[src/view_pkg.sv]
//##################################################
// Shared widths, colours and the LFSR seed for the
// play-field view. Modules import what they need.
//##################################################

package view_pkg;

	// Screen coordinate and colour types.
	typedef logic [8:0]  x_t;	// Column, up to 512.
	typedef logic [7:0]  y_t;	// Row, up to 256.
	typedef logic [11:0] color_t;	// RGB444, zero is transparent.

	//##################################################
	// Object colours
	//##################################################
	localparam color_t COLOR_BG    = 12'h642;	// Dirt brown.
	localparam color_t COLOR_GOLD  = 12'hfd0;
	localparam color_t COLOR_STONE = 12'h888;

	// Any non-zero value works here.
	localparam logic [7:0] LFSR_SEED = 8'h5a;

endpackage

[src/lfsr.sv]
//##################################################
// 8-bit Fibonacci LFSR, steps once per advance.
//##################################################
`timescale 1ns/1ns

module lfsr import view_pkg::*; (
	input  logic       clk,
	input  logic       resetn,
	input  logic       advance,
	output logic [7:0] rnd
);

	always_ff @(posedge clk) begin
		if (!resetn)
			rnd <= LFSR_SEED;
		else if (advance)
			rnd <= {rnd[6:0], rnd[7] ^ rnd[5] ^ rnd[4] ^ rnd[3]};	// Taps 8,6,5,4.
	end

	// The all-zero state would lock up.
	a_never_zero: assert property (@(posedge clk) disable iff (!resetn)
		rnd != 8'd0);

endmodule

[src/frame_tick.sv]
//##################################################
// Frame-rate divider, one-cycle tick per FRAME_DIV.
//##################################################
`timescale 1ns/1ns

module frame_tick #(
	parameter int FRAME_DIV = 833333
) (
	input  logic clk,
	input  logic resetn,
	output logic tick
);

	localparam int CW = $clog2(FRAME_DIV + 1);

	logic [CW-1:0] cnt;

	always_ff @(posedge clk) begin
		if (!resetn) begin
			cnt  <= CW'(FRAME_DIV - 1);
			tick <= 1'b0;
		end else begin
			tick <= (cnt == '0);
			cnt  <= (cnt == '0) ? CW'(FRAME_DIV - 1) : cnt - 1'b1;	// Reload at zero.
		end
	end

endmodule

[src/object_placer.sv]
//##################################################
// Maps a random byte onto the object grid. Stone
// follows rnd; gold is held from the earlier roll.
//##################################################
`timescale 1ns/1ns

module object_placer import view_pkg::*; #(
	parameter int GRID     = 20,
	parameter int Y_TOP    = 80,
	parameter int COL_BITS = 4,
	parameter int ROW_BITS = 3
) (
	input  logic       clk,
	input  logic       resetn,
	input  logic [7:0] rnd,
	input  logic       capture_gold,
	output x_t         gold_x,
	output y_t         gold_y,
	output x_t         stone_x,
	output y_t         stone_y
);

	logic [COL_BITS-1:0] col;
	logic [ROW_BITS-1:0] row;

	// Column from the low bits, row from the bits above.
	assign col = rnd[COL_BITS-1:0];
	assign row = rnd[COL_BITS +: ROW_BITS];

	assign stone_x = x_t'(col * GRID);
	assign stone_y = y_t'(Y_TOP + row * GRID);	// Keeps clear of the top margin.

	always_ff @(posedge clk) begin
		if (!resetn) begin
			gold_x <= '0;
			gold_y <= y_t'(Y_TOP);
		end else if (capture_gold) begin
			gold_x <= stone_x;
			gold_y <= stone_y;
		end
	end

endmodule

[src/rect_drawer.sv]
//##################################################
// Raster engine. Emits each pixel of a filled
// rectangle, row by row, one per accepted cycle.
//##################################################
`timescale 1ns/1ns

module rect_drawer import view_pkg::*; (
	input  logic   clk,
	input  logic   resetn,
	input  logic   start,
	input  x_t     rx,
	input  y_t     ry,
	input  x_t     rw,
	input  y_t     rh,
	input  color_t rcolor,
	input  logic   d_ready,
	output x_t     d_x,
	output y_t     d_y,
	output color_t d_color,
	output logic   d_valid,
	output logic   done
);

	x_t     bx, bw, cx;
	y_t     by, bh, cy;
	color_t bc;
	logic   step;
	logic   last;

	assign step = d_valid && d_ready;
	assign last = (cx == bw - 1'b1) && (cy == bh - 1'b1);

	// Latched command and walking offsets.
	always_ff @(posedge clk) begin
		if (start && !d_valid) begin
			bx <= rx;
			by <= ry;
			bw <= rw;
			bh <= rh;
			bc <= rcolor;
			cx <= '0;
			cy <= '0;
		end else if (step) begin
			if (cx == bw - 1'b1) begin
				cx <= '0;
				cy <= cy + 1'b1;	// Next row.
			end else begin
				cx <= cx + 1'b1;
			end
		end
	end

	always_ff @(posedge clk) begin
		if (!resetn) begin
			d_valid <= 1'b0;
			done    <= 1'b0;
		end else begin
			done <= step && last;
			if (start && !d_valid)
				d_valid <= 1'b1;
			else if (step && last)
				d_valid <= 1'b0;
		end
	end

	assign d_x     = bx + cx;
	assign d_y     = by + cy;
	assign d_color = bc;

	a_in_rect: assert property (@(posedge clk) disable iff (!resetn)
		d_valid |-> (d_x >= bx) && (x_t'(d_x - bx) < bw) &&
			(d_y >= by) && (y_t'(d_y - by) < bh));

endmodule

[src/view_sequencer.sv]
//##################################################
// Frame FSM. Once armed by go, each tick rolls two
// positions and draws background, gold and stone.
//##################################################
`timescale 1ns/1ns

module view_sequencer import view_pkg::*; #(
	parameter int SCREEN_W = 320,
	parameter int SCREEN_H = 240,
	parameter int SPRITE   = 20
) (
	input  logic   clk,
	input  logic   resetn,
	input  logic   go,
	input  logic   tick,
	input  logic   done,
	input  x_t     gold_x,
	input  y_t     gold_y,
	input  x_t     stone_x,
	input  y_t     stone_y,
	output logic   advance,
	output logic   capture_gold,
	output logic   start,
	output x_t     rx,
	output y_t     ry,
	output x_t     rw,
	output y_t     rh,
	output color_t rcolor
);

	typedef enum logic [3:0] {
		S_IDLE, S_ROLL1, S_ROLL2,
		S_BG, S_BG_WAIT, S_GOLD, S_GOLD_WAIT, S_STONE, S_STONE_WAIT
	} state_t;

	state_t state;
	logic   armed;
	logic   is_wait;

	always_ff @(posedge clk) begin
		if (!resetn) begin
			state <= S_IDLE;
			armed <= 1'b0;
		end else begin
			if (go)
				armed <= 1'b1;
			case (state)
				S_IDLE:       if (tick && armed) state <= S_ROLL1;	// Ticks mid-frame are lost.
				S_ROLL1:      state <= S_ROLL2;
				S_ROLL2:      state <= S_BG;
				S_BG:         state <= S_BG_WAIT;
				S_BG_WAIT:    if (done) state <= S_GOLD;
				S_GOLD:       state <= S_GOLD_WAIT;
				S_GOLD_WAIT:  if (done) state <= S_STONE;
				S_STONE:      state <= S_STONE_WAIT;
				S_STONE_WAIT: if (done) state <= S_IDLE;
				default:      state <= S_IDLE;
			endcase
		end
	end

	// Second roll lands in the LFSR as gold is captured.
	assign advance      = (state == S_ROLL1) || (state == S_ROLL2);
	assign capture_gold = (state == S_ROLL2);
	assign start        = (state == S_BG) || (state == S_GOLD) || (state == S_STONE);
	assign is_wait      = (state == S_BG_WAIT) || (state == S_GOLD_WAIT) ||
		(state == S_STONE_WAIT);

	//##################################################
	// Rectangle command per phase
	//##################################################
	always_comb begin
		rx     = '0;
		ry     = '0;
		rw     = x_t'(SCREEN_W);
		rh     = y_t'(SCREEN_H);
		rcolor = COLOR_BG;
		if (state == S_GOLD || state == S_GOLD_WAIT) begin
			rx     = gold_x;
			ry     = gold_y;
			rw     = x_t'(SPRITE);
			rh     = y_t'(SPRITE);
			rcolor = COLOR_GOLD;
		end else if (state == S_STONE || state == S_STONE_WAIT) begin
			rx     = stone_x;
			ry     = stone_y;
			rw     = x_t'(SPRITE);
			rh     = y_t'(SPRITE);
			rcolor = COLOR_STONE;
		end
	end

	// Drawer finishes only while a phase waits for it.
	a_done_in_wait: assert property (@(posedge clk) disable iff (!resetn)
		done |-> is_wait);

endmodule

[src/pixel_out.sv]
//##################################################
// Output register with valid/ready. Colour zero is
// taken from the drawer but never shown.
//##################################################
`timescale 1ns/1ns

module pixel_out import view_pkg::*; (
	input  logic   clk,
	input  logic   resetn,
	input  x_t     d_x,
	input  y_t     d_y,
	input  color_t d_color,
	input  logic   d_valid,
	input  logic   pix_ready,
	output logic   d_ready,
	output x_t     pix_x,
	output y_t     pix_y,
	output color_t pix_color,
	output logic   pix_valid
);

	logic load;

	assign d_ready = !pix_valid || pix_ready;	// Empty or emptying.
	assign load    = d_valid && d_ready && (d_color != '0);

	always_ff @(posedge clk) begin
		if (load) begin
			pix_x     <= d_x;
			pix_y     <= d_y;
			pix_color <= d_color;
		end
	end

	always_ff @(posedge clk) begin
		if (!resetn)
			pix_valid <= 1'b0;
		else if (load)
			pix_valid <= 1'b1;
		else if (pix_ready)
			pix_valid <= 1'b0;
	end

	a_hold_on_stall: assert property (@(posedge clk) disable iff (!resetn)
		pix_valid && !pix_ready |=> pix_valid && $stable(pix_x) && $stable(pix_y) &&
			$stable(pix_color));

endmodule

[src/view.sv]
//##################################################
// Play-field view top. Draws one frame per tick as
// a pixel stream for the frame-buffer writer.
//##################################################
`timescale 1ns/1ns

module view import view_pkg::*; #(
	parameter int SCREEN_W  = 320,
	parameter int SCREEN_H  = 240,
	parameter int FRAME_DIV = 833333,	// 60 Hz at 50 MHz.
	parameter int GRID      = 20,
	parameter int SPRITE    = 20,
	parameter int Y_TOP     = 80,
	parameter int COL_BITS  = 4,
	parameter int ROW_BITS  = 3
) (
	input  logic   clk,
	input  logic   resetn,
	input  logic   go,
	output x_t     pix_x,
	output y_t     pix_y,
	output color_t pix_color,
	output logic   pix_valid,
	input  logic   pix_ready
);

	// Every grid cell must fit on the screen.
	if (COL_BITS + ROW_BITS > 8)
		$error("view: COL_BITS + ROW_BITS exceeds the LFSR width");
	if ((2**COL_BITS - 1) * GRID + SPRITE > SCREEN_W)
		$error("view: object columns run past SCREEN_W");
	if (Y_TOP + (2**ROW_BITS - 1) * GRID + SPRITE > SCREEN_H)
		$error("view: object rows run past SCREEN_H");

	logic       tick, advance, capture_gold, start, done, d_valid, d_ready;
	logic [7:0] rnd;
	x_t         gold_x, stone_x, rx, rw, d_x;
	y_t         gold_y, stone_y, ry, rh, d_y;
	color_t     rcolor, d_color;

	frame_tick #(.FRAME_DIV(FRAME_DIV)) i_tick (.clk, .resetn, .tick);

	lfsr i_lfsr (.clk, .resetn, .advance, .rnd);

	object_placer #(
		.GRID(GRID), .Y_TOP(Y_TOP), .COL_BITS(COL_BITS), .ROW_BITS(ROW_BITS)
	) i_placer (
		.clk, .resetn, .rnd, .capture_gold,
		.gold_x, .gold_y, .stone_x, .stone_y
	);

	view_sequencer #(
		.SCREEN_W(SCREEN_W), .SCREEN_H(SCREEN_H), .SPRITE(SPRITE)
	) i_seq (
		.clk, .resetn, .go, .tick, .done,
		.gold_x, .gold_y, .stone_x, .stone_y,
		.advance, .capture_gold, .start, .rx, .ry, .rw, .rh, .rcolor
	);

	rect_drawer i_drawer (
		.clk, .resetn, .start, .rx, .ry, .rw, .rh, .rcolor, .d_ready,
		.d_x, .d_y, .d_color, .d_valid, .done
	);

	pixel_out i_out (
		.clk, .resetn, .d_x, .d_y, .d_color, .d_valid, .pix_ready,
		.d_ready, .pix_x, .pix_y, .pix_color, .pix_valid
	);

endmodule

[config.mk]
export PLATFORM = sky130hd
export DESIGN_NAME = view
export DESIGN_NICKNAME = d
export VERILOG_FILES = /design/src/view_pkg.sv /design/src/lfsr.sv /design/src/frame_tick.sv /design/src/object_placer.sv /design/src/rect_drawer.sv /design/src/view_sequencer.sv /design/src/pixel_out.sv /design/src/view.sv
export SDC_FILE = /design/constraint.sdc
export NUM_CORES = 1
export LEC_CHECK = 0
export ABC_AREA = 1
export ABC_CLOCK_PERIOD_IN_PS = 12700
export BUFFER_PORTS_ARGS = -buffer_cell sky130_fd_sc_hd__buf_2
export CAP_MARGIN = 40
export CORE_ASPECT_RATIO = 1.25
export CORE_MARGIN = 2
export CORE_UTILIZATION = 68
export CTS_CLUSTER_DIAMETER = 30
export CTS_CLUSTER_SIZE = 12
export DETAILED_ROUTE_END_ITERATION = 12
export PLACE_DENSITY = 0.95
export RECOVER_POWER = 50
export SYNTH_ARGS = -nofsm -noshare
export SYNTH_HDL_FRONTEND = slang
export SYNTH_HIERARCHICAL = 1
export SYNTH_SLANG_ARGS = --single-unit
[constraint.sdc]
create_clock -name clk -period 12.7 [get_ports clk]
set_clock_uncertainty 0.05 [all_clocks]
set_input_delay 0 -clock clk [delete_from_list [all_inputs] [get_ports clk]]
set_output_delay 0 -clock clk [all_outputs]
set_load 0.05 [all_outputs]
==> flow_summary.json, run 1 <==
{
  "synth_ff_type": "edfxtp_1",
  "finalSetupTns_ns": 0,
  "htree_levels": 4,
  "yosysUniqueCellTypes": 44,
  "met1_usage_pct": 31.0,
  "clock-sinks": 142,
  "peakVddDrop_v": 0.000100,
  "worstPathArrival_ns": 3.35,
  "multiInputGateArea_um2": 3030,
  "syn_area_um2": 7370,
  "slew_viol_final": 21,
  "p_switching_uw": 299,
  "antenna_found_initial": 0,
  "die_w_um": 97.1,
  "drc": 0,
  "leakagePower_uw": 0.00363,
  "rows": 42,
  "grtUsageMet2_pct": 53.6,
  "fin_crit_sh_pct": 25.0,
  "top_usage_layer": "met2",
  "setup_ws_ns": 9.53,
  "path_class": "reg -> reg",
  "layout-drive-gt1-share_pct": 8.96,
  "drt-initial-drc-count": 510,
  "fillers": 641,
  "synth_top_family_by_area": "simple AND/OR/NAND/NOR gates",
  "layout.nets": 938,
  "hold_path.class": "in -> reg",
  "grt_pass1_vias": 5894,
  "vias_per_cell": 5.69,
  "syn2layout_area_growth_pct": 9.71,
  "routed_wl_um": 16900,
  "max_freq_mhz": 315,
  "post-route-cell-area_um2": 8090,
  "grt_pass1_wl_um": 27100,
  "p_seq_share_pct": 42.5,
  "pin_count": 34,
  "first_pass_iters": 5,
  "p_per_area_nw_per_um2": 153,
  "ys_ff_latch": 142,
  "ys_top_cells_by_count": "nand2_1, nor2_1, inv_1",
  "drtAntennaViolNets": 0,
  "worstMarginPinSlew_ns": 1.64,
  "synth_edf_count": 75,
  "finalSetupViolCount": 0,
  "seq_area_um2": 3590,
  "synth.most_common_cell": "nand2_1",
  "cp.required_ns": 12.88,
  "cts_tree": "yes",
  "p_total_uw": 1240,
  "netlist.top_cell.by_area": "edfxtp_1",
  "clkPwrFrac_pct": 46.9,
  "yosys_warnings": 6,
  "clkTransAtPathRegs_ns": 0.06,
  "grt_use_met3_pct": 6.24,
  "cap_violations": 1,
  "post-route-util_pct": 76.6,
  "status": "finished, violations left",
  "start_util_pct": 69.8,
  "port_buffers": 33,
  "synthSimpleGateAreaFrac_pct": 25.8,
  "dpl-instance-area_um2": 7470,
  "synthMuxAreaShare_pct": 0,
  "hold_violations": 0,
  "fin_crit_ns": 3.17,
  "diodes": 0,
  "end_kind": "flip-flop",
  "die_h_um": 120,
  "yosys.area.top_type_share_pct": 30.5,
  "grtUsageTotal_pct": 29.2,
  "syn_area_per_cell_um2": 8.47,
  "ys_seq_area_share_pct": 48.7,
  "gp_congestion": 0.858,
  "async_flop_share_pct": 0,
  "synth_area_leaders": "edfxtp_1, dfxtp_1, nand2_1",
  "critPathMaxFanout": 20,
  "core_area_um2": 10600,
  "clock_path_buffers": 2,
  "routed-via-count": 5957,
  "post-dp-hpwl_um": 10400,
  "sw_frac_of_total_pct": 24.2,
  "intPower_uw": 937,
  "avgRoutedWirePerCell_um": 16.2,
  "clk_latency_ns": 0.42,
  "synthXorXnorAreaFrac_pct": 3.92,
  "failed_checks": "capacitance limit, slew limit",
  "grt-ovfl-total": 0,
  "synthAdderAreaFrac_pct": 5.74,
  "cts_setup_buffers": 0,
  "die_area_um2": 11700,
  "relSlewSlack_pct": -10.0,
  "pwr-share-comb_pct": 10.6,
  "grt_setup_unrepaired": "false",
  "cts_buffers": 17,
  "cp-start-kind": "flip-flop",
  "grt_max_degree": 49,
  "syn-instance-count": 871,
  "synth_compound_area_share_pct": 4.92,
  "root_buffer": "clkbuf_16",
  "dp_slack_ns": 10.16
}
[sequential cells by signal (all words and copies together) (netlist names), 4 cells and up]
signal,flops
i_drawer/bx,9
i_placer/gold_x,7
i_out/pix_y,8
i_tick/cnt,20
i_lfsr/rnd,8
i_drawer/bh,8
i_seq/state,4
i_out/pix_color,12
i_placer/gold_y,6
i_drawer/cx,9
i_drawer/cy,8
i_drawer/bw,9
i_drawer/by,8
i_out/pix_x,9
i_drawer/d_color,12
[worst paths after layout]
path	startpoint	to	slack (ns)	cells after the start
max reg2reg	i_seq/state[0]	i_drawer/d_color[11]	9.53	7
max	i_seq/state[0]	i_drawer/d_color[11]	9.53	7
min reg2reg	i_tick/cnt[0]	i_tick/cnt[0]	0.40	1
min	go	i_seq/armed	0.29	4
[layer usage]
metal	share of wire [%]	vias to the layer above
met5	0	-
met2	53	345
li1	-	2787
met1	35	2745
met3	7.6	80
met4	4.2	0
[cell usage in the layout (no fill, tap or decap), drive strengths merged, types with 2 or more instances in the layout]
cell,n
inv,117
o211ai,2
clkinvlp,2
edfxtp,75
dlygate4sd3,3
ha,29
buf,3
nand3,53
nand3b,2
dfxtp,67
nand2,230
a31oi,4
a21oi,24
fa,3
nand4,9
xor2,21
nor2,125
and2,3
clkinv,6
xnor2,12
conb,20
nor3,4
clkbuf,50
bufinv,7
or2,6
o21ai,33
[critical path: stages, from the launching register on]
cell,delay [ns]
dfxtp_1,0.36
nand2_1,0.12
inv_1,0.09
nor2_1,0.20
nand2_4,0.08
nor2_1,1.22
nor2_1,0.52
inv_1,0.33
[per-stage QoR]
step                      instances  hold slack, ns
after floorplan                 888          0.0486
after global placement         1011           0.168
after detailed placement       1012           0.187
after CTS                      1047           0.297
after global routing           1047           0.312
final                          1047           0.288
[area by class of cell]
cell class,instances,area share (%)
Clock inverter,15,3.29
Clock buffer,17,5.26
Sequential cell,142,44.4
Multi-Input combinational cell,585,37.4
Inverter,117,5.43
Tap cell,132,2.04
Timing Repair Buffer,39,2.12
[kinds of logic after synthesis]
logic type,Yosys count
adder cells (fa/ha/maj),32
buffers and inverters,161
flip-flops,142
other,3
AND/OR/NAND/NOR,434
XOR/XNOR,33
AO/OA/AOI/OAI,66
[timing repair]
action	in CTS	in global routing
hold endpoints to repair	11	0
hold buffers	3	0
gates resized for setup	0	0
[power by group through the flow]
stage	Clock [µW]	Combinational, µW	Sequential (µW)
detailed placement	0	127	534
CTS	583	133	525
global route	604	149	527
global placement	0	118	533
finish	580	131	525
floorplan	0	109	531
(Power assumes the default switching activity.)
==> run 2, diff against run 1 <==
Settings changed: ABC_CLOCK_PERIOD_IN_PS 12700 to 3200, CORE_UTILIZATION 68 to 63, PLACE_DENSITY 0.95 to 0.91.
Clock period 12.7 ns to 3.2 ns, I/O delays scaled along.
==> run 2 against run 1 <==
Compared with the run above: the flow now finishes without violations; final cell count increased by 0.86%; via count decreased by 5.6%; first-iteration DRC count decreased by 27%; final area decreased by 0.45%; clock-buffer cell count increased by 5; sequential power increased to 4.0 times the previous value.
==> flow_summary.json, run 2 (same netlist as run 1, synthesis figures left out) <==
{
  "status": "finished, final reports clean",
  "hold_violations": 0,
  "setup_ws_ns": 0.582,
  "clkTransAtPathRegs_ns": 0.06,
  "largest_reg_flops": 20,
  "r2r_cells": 11,
  "routed-via-count": 5623,
  "dp_slack_ns": 0.879,
  "leakagePower_uw": 0.00365,
  "worstMarginPinSlew_ns": 0.954,
  "whs_ns": 0.289,
  "top_register": "i_tick/cnt",
  "p_seq_share_pct": 45.7,
  "core_area_um2": 11500,
  "clk_latency_ns": 0.42,
  "rows": 44,
  "max_freq_mhz": 382,
  "drtAntennaViolNets": 0,
  "hold_path.class": "in -> reg",
  "cap_violations": 0,
  "worstPathArrival_ns": 2.89,
  "p_switching_uw": 1140,
  "sw_frac_of_total_pct": 25.0,
  "post-dp-hpwl_um": 9520,
  "relSlewSlack_pct": 36.4,
  "pin_count": 34,
  "intPower_uw": 3430,
  "cts_buffers": 17,
  "die_w_um": 101,
  "htree_levels": 4,
  "most-common-layout-cells": "nand2_1, nor2_1, inv_1, edfxtp_1, dfxtp_1",
  "finalSetupViolCount": 0,
  "clock_path_buffers": 2,
  "post-route-cell-area_um2": 8050,
  "final_common_cell": "nand2_1",
  "grtUsageTotal_pct": 25.0,
  "cts_setup_buffers": 0,
  "cp-start-kind": "flip-flop",
  "layout-drive-gt1-share_pct": 9.15,
  "slew_viol_final": 0,
  "first_pass_iters": 5,
  "diodes": 0,
  "fin_crit_ns": 2.62,
  "syn2layout_area_growth_pct": 9.21,
  "clock-sinks": 142,
  "drc": 0,
  "die_area_um2": 12600,
  "grt_pass1_vias": 5669,
  "gp_congestion": 0.966,
  "p_per_area_nw_per_um2": 568,
  "cp.required_ns": 3.47,
  "layout.nets": 941,
  "dpl-instance-area_um2": 7480,
  "routed_wl_um": 14700,
  "root_buffer": "clkbuf_16",
  "cts_tree": "yes",
  "peakVddDrop_v": 0.000398,
  "grt-ovfl-total": 0,
  "start_util_pct": 64.1,
  "path_class": "reg -> reg",
  "finalSetupTns_ns": 0,
  "vias_per_cell": 5.32,
  "critPathMaxFanout": 10,
  "grt_setup_unrepaired": "false",
  "clkPwrFrac_pct": 43.2,
  "die_h_um": 125,
  "port_buffers": 33,
  "end_kind": "flip-flop",
  "drt-initial-drc-count": 374,
  "pwr-share-comb_pct": 11.1,
  "avgRoutedWirePerCell_um": 13.9,
  "whs_path_depth": 4,
  "antenna_found_initial": 0,
  "grt_pass1_wl_um": 24800,
  "fin_crit_sh_pct": 81.8,
  "grt_max_degree": 41
}
## run 2: per-stage QoR
stage / utilization (%) / total power [µW] / cells
final: 70.0 / 4570 / 1056
after global routing: 70.0 / 4760 / 1056
after CTS: 70.6 / 4600 / 1056
after detailed placement: 65.0 / 2610 / 1020
after global placement: 64.9 / 2580 / 1019
after floorplan: - / 2540 / 888
## run 2: per-layer routing
metal	global-route usage, %	share of wire [%]
met5	0	0
met4	14.3	4.0
met3	5.53	5.6
met2	46.1	53
met1	25.2	37
## run 2: worst max-delay path, cell delays in order, from the launching register on
cell and delay, ns:
dfxtp_1 0.45, inv_2 0.11, nor2_1 0.19, nand2_1 0.07, nand2_1 0.06, inv_1 0.04, nor2_1 0.57, clkinv_1 0.52
nand2_4 0.24, inv_2 0.09, nand3_1 0.07, inv_1 0.05
## run 2: timing repair
action                                 CTS  global route
endpoints found under the hold margin   18             0
hold buffers                             4             0
resized for setup                        0             0
## run 2: layout make-up
class	count	area (µm²)
clock buffers	22	495
clock inverters	10	109
fillers	788	3450
inverters	117	439
multi-input cells	585	3040
flip-flops and latches	142	3590
well taps	138	173
repair buffers	42	208
## run 2: power groups by stage
| stage | Sequential (µW) | Clock (µW) | Combinational, µW |
|---|---|---|---|
| 2_1_floorplan | 2110 | 0 | 431 |
| 3_3_place_gp | 2120 | 0 | 463 |
| 3_5_place_dp | 2120 | 0 | 485 |
| 4_1_cts | 2080 | 2010 | 507 |
| 5_1_grt | 2100 | 2070 | 592 |
| 6_report | 2090 | 1980 | 506 |
## run 2: path summary, 6_finish.rpt
kind	slack [ns]	to	start
setup / recovery	0.58	i_drawer/cx[4]	i_seq/state[2]
hold / removal	0.29	i_seq/armed	go
setup reg to reg	0.58	i_drawer/cx[4]	i_seq/state[2]
hold reg to reg	0.39	i_tick/cnt[0]	i_tick/cnt[0]
==> run 3, diff against run 2 <==
Settings changed: ABC_AREA 1 to 0, ABC_CLOCK_PERIOD_IN_PS 3200 to 2620, CORE_UTILIZATION 63 to 62, PLACE_DENSITY 0.91 to 0.9.
Clock period 3.2 ns to 2.62 ns, I/O delays scaled along.
==> run 3 against run 2 <==
Compared with the run above: combinational power fell by 55%; critical path type unchanged; the flow now finishes with violations (setup timing); die area fell by 3.5%; non-clock buffer count up 21; clock power grew 19%.
==> flow_summary.json, run 3 <==
{
  "p_per_area_nw_per_um2": 624,
  "clkTransAtPathRegs_ns": 0.06,
  "syn-instance-count": 619,
  "synth_ff_type": "edfxtp_1",
  "hold_violations": 0,
  "port_buffers": 33,
  "intPower_uw": 3860,
  "fillers": 678,
  "yosys_warnings": 6,
  "max_freq_mhz": 367,
  "critPathMaxFanout": 8,
  "yosysUniqueCellTypes": 65,
  "final_common_cell": "edfxtp_1",
  "p_switching_uw": 1110,
  "grt_pass1_vias": 5034,
  "setup_ws_ns": -0.101,
  "status": "finished, violations left",
  "peakVddDrop_v": 0.000471,
  "antenna_found_initial": 0,
  "yosys.area.top_type_share_pct": 32.2,
  "top_register": "i_tick/cnt",
  "clkPwrFrac_pct": 47.4,
  "worstMarginPinSlew_ns": 1.38,
  "dp_slack_ns": -0.207,
  "relSlewSlack_pct": 8.14,
  "grt_pass1_wl_um": 24300,
  "rows": 43,
  "die_w_um": 99.0,
  "grt_max_degree": 35,
  "cts_tree": "yes",
  "finalSetupTns_ns": -0.305,
  "sw_frac_of_total_pct": 22.3,
  "pwr-share-comb_pct": 4.6,
  "cap_violations": 0,
  "vias_per_cell": 6.16,
  "ys_ff_latch": 142,
  "gp_congestion": 0.829,
  "path_class": "reg -> reg",
  "p_seq_share_pct": 48.0,
  "grt-ovfl-total": 0,
  "drc": 0,
  "grt_setup_unrepaired": "true",
  "syn_area_per_cell_um2": 11.3,
  "die_area_um2": 12100,
  "drtAntennaViolNets": 0,
  "fin_crit_ns": 2.72,
  "largest_reg_flops": 20,
  "synth_area_leaders": "edfxtp_1, dfxtp_1, ha_1",
  "fin_crit_sh_pct": 104,
  "cp.required_ns": 2.91,
  "start_util_pct": 63.4,
  "end_kind": "flip-flop",
  "synth_edf_count": 75,
  "drt-initial-drc-count": 349,
  "post-route-util_pct": 72.2,
  "dp_cells": 773,
  "ys_seq_area_share_pct": 51.4,
  "cts_buffers": 17,
  "syn2layout_area_growth_pct": 13.9,
  "seq_area_um2": 3590,
  "cp-start-kind": "flip-flop",
  "most-common-layout-cells": "edfxtp_1, dfxtp_1, clkbuf_1, xnor2_1, inv_1",
  "synth.most_common_cell": "edfxtp_1",
  "clock-sinks": 142,
  "grtUsageTotal_pct": 25.8,
  "diodes": 0,
  "multiInputGateArea_um2": 3130,
  "ys_top_cells_by_count": "edfxtp_1, dfxtp_1, buf_4",
  "fin_cells": 815,
  "routed_wl_um": 16000,
  "async_flop_share_pct": 0,
  "slew_viol_final": 0,
  "routed-via-count": 5021,
  "syn_area_um2": 6990,
  "finalSetupViolCount": 9,
  "post-dp-hpwl_um": 9170,
  "root_buffer": "clkbuf_16",
  "failed_checks": "setup timing",
  "netlist.top_cell.by_area": "edfxtp_1",
  "clk_latency_ns": 0.42,
  "first_pass_iters": 5,
  "hold_path.class": "in -> reg",
  "layout-drive-gt1-share_pct": 15.0,
  "pin_count": 34,
  "core_area_um2": 11000,
  "layout.nets": 703,
  "worstPathArrival_ns": 3.01,
  "leakagePower_uw": 0.00287,
  "avgRoutedWirePerCell_um": 19.6,
  "htree_levels": 4,
  "clock_path_buffers": 2,
  "die_h_um": 123
}
==> run 3: cell count changes in the layout (fill, tap and decap cells not counted), sizes merged, moves of 12 or more <==
cell | before | now
xnor2 | 12 | 32
o31ai | 0 | 12
buf | 6 | 26
nor2 | 125 | 23
mux2i | 0 | 16
a22o | 0 | 17
nand3 | 53 | 16
nor3 | 4 | 23
nand2 | 230 | 29
inv | 116 | 36
nor2b | 0 | 21
o21ai | 33 | 20
or4 | 0 | 14
==> run 3: layer usage <==
metal  vias up  track usage [%]  wire (µm)
met5         -                0          0
met1      2444             28.4       5930
met2       222             47.1       8560
met4         0             11.8        550
met3        54             5.87        948
li1       2301                -          -
==> run 3: logic make-up (layout without fill, tap and decap cells) <==
kind of cell | after synthesis | after routing | share of synthesized area, %
simple gates | 180 | 180 | 15.1
flops | 142 | 142 | 51.4
compound gates | 104 | 105 | 10.6
buf+inv | 84 | 127 | 7.20
xor+xnor | 58 | 58 | 7.27
fa+ha+maj | 32 | 32 | 6.05
mux | 16 | 16 | 2.29
other cells | 3 | 20 | 0.161
==> run 3: cell type report <==
cell class	count	area share, %
inverter	32	1.51
timing repair buffer	63	4.60
sequential	142	45.1
multi-input combinational	411	39.3
tap	135	2.12
clock buffer	17	5.34
clock inverter	15	2.01
==> run 3: timing repair <==
item,CTS,global route
setup buffers,1,5
gates resized for setup,15,27
hold buffers,3,0
pin swaps,6,15
setup endpoints to repair,14,14
cloned,1,0
hold endpoints to repair,7,0
==> run 3: power by group through the flow <==
stage	combinational, µW	sequential, µW	clock [µW]
2_1_floorplan	144	2430	0
3_3_place_gp	187	2430	0
3_5_place_dp	193	2430	0
4_1_cts	215	2380	2360
5_1_grt	245	2380	2470
6_report	230	2380	2350
==> run 3: final timing paths <==
| kind | start | slack (ns) | cells after the start | end |
|---|---|---|---|---|
| hold / removal | go | 0.27 | 3 | i_seq/armed |
| setup reg to reg | i_drawer/bw[0] | -0.10 | 6 | i_drawer/cy[5] |
| hold reg to reg | i_drawer/d_color[1] | 0.40 | 0 | i_out/pix_color[1] |
| setup / recovery | i_drawer/bw[0] | -0.10 | 6 | i_drawer/cy[5] |
==> run 3: stage by stage <==
| step | hold slack [ns] | cell area, µm² | power (µW) |
|---|---|---|---|
| floorplan | 0.0119 | 7060 | 2580 |
| global placement | 0.159 | 7180 | 2610 |
| detailed placement | 0.164 | 7180 | 2620 |
| CTS | 0.261 | 7880 | 4960 |
| global route | 0.307 | 7960 | 5100 |
| finish | 0.272 | 7960 | 4970 |
==> run 3: worst max-delay path, cell delays in order, from the launching register on <==
cell and delay [ns]:
edfxtp_1 0.40, or4_4 0.54, or4b_4 0.51, a21oi_4 0.20
o211ai_4 0.16, or4_1 0.57, a21oi_1 0.20
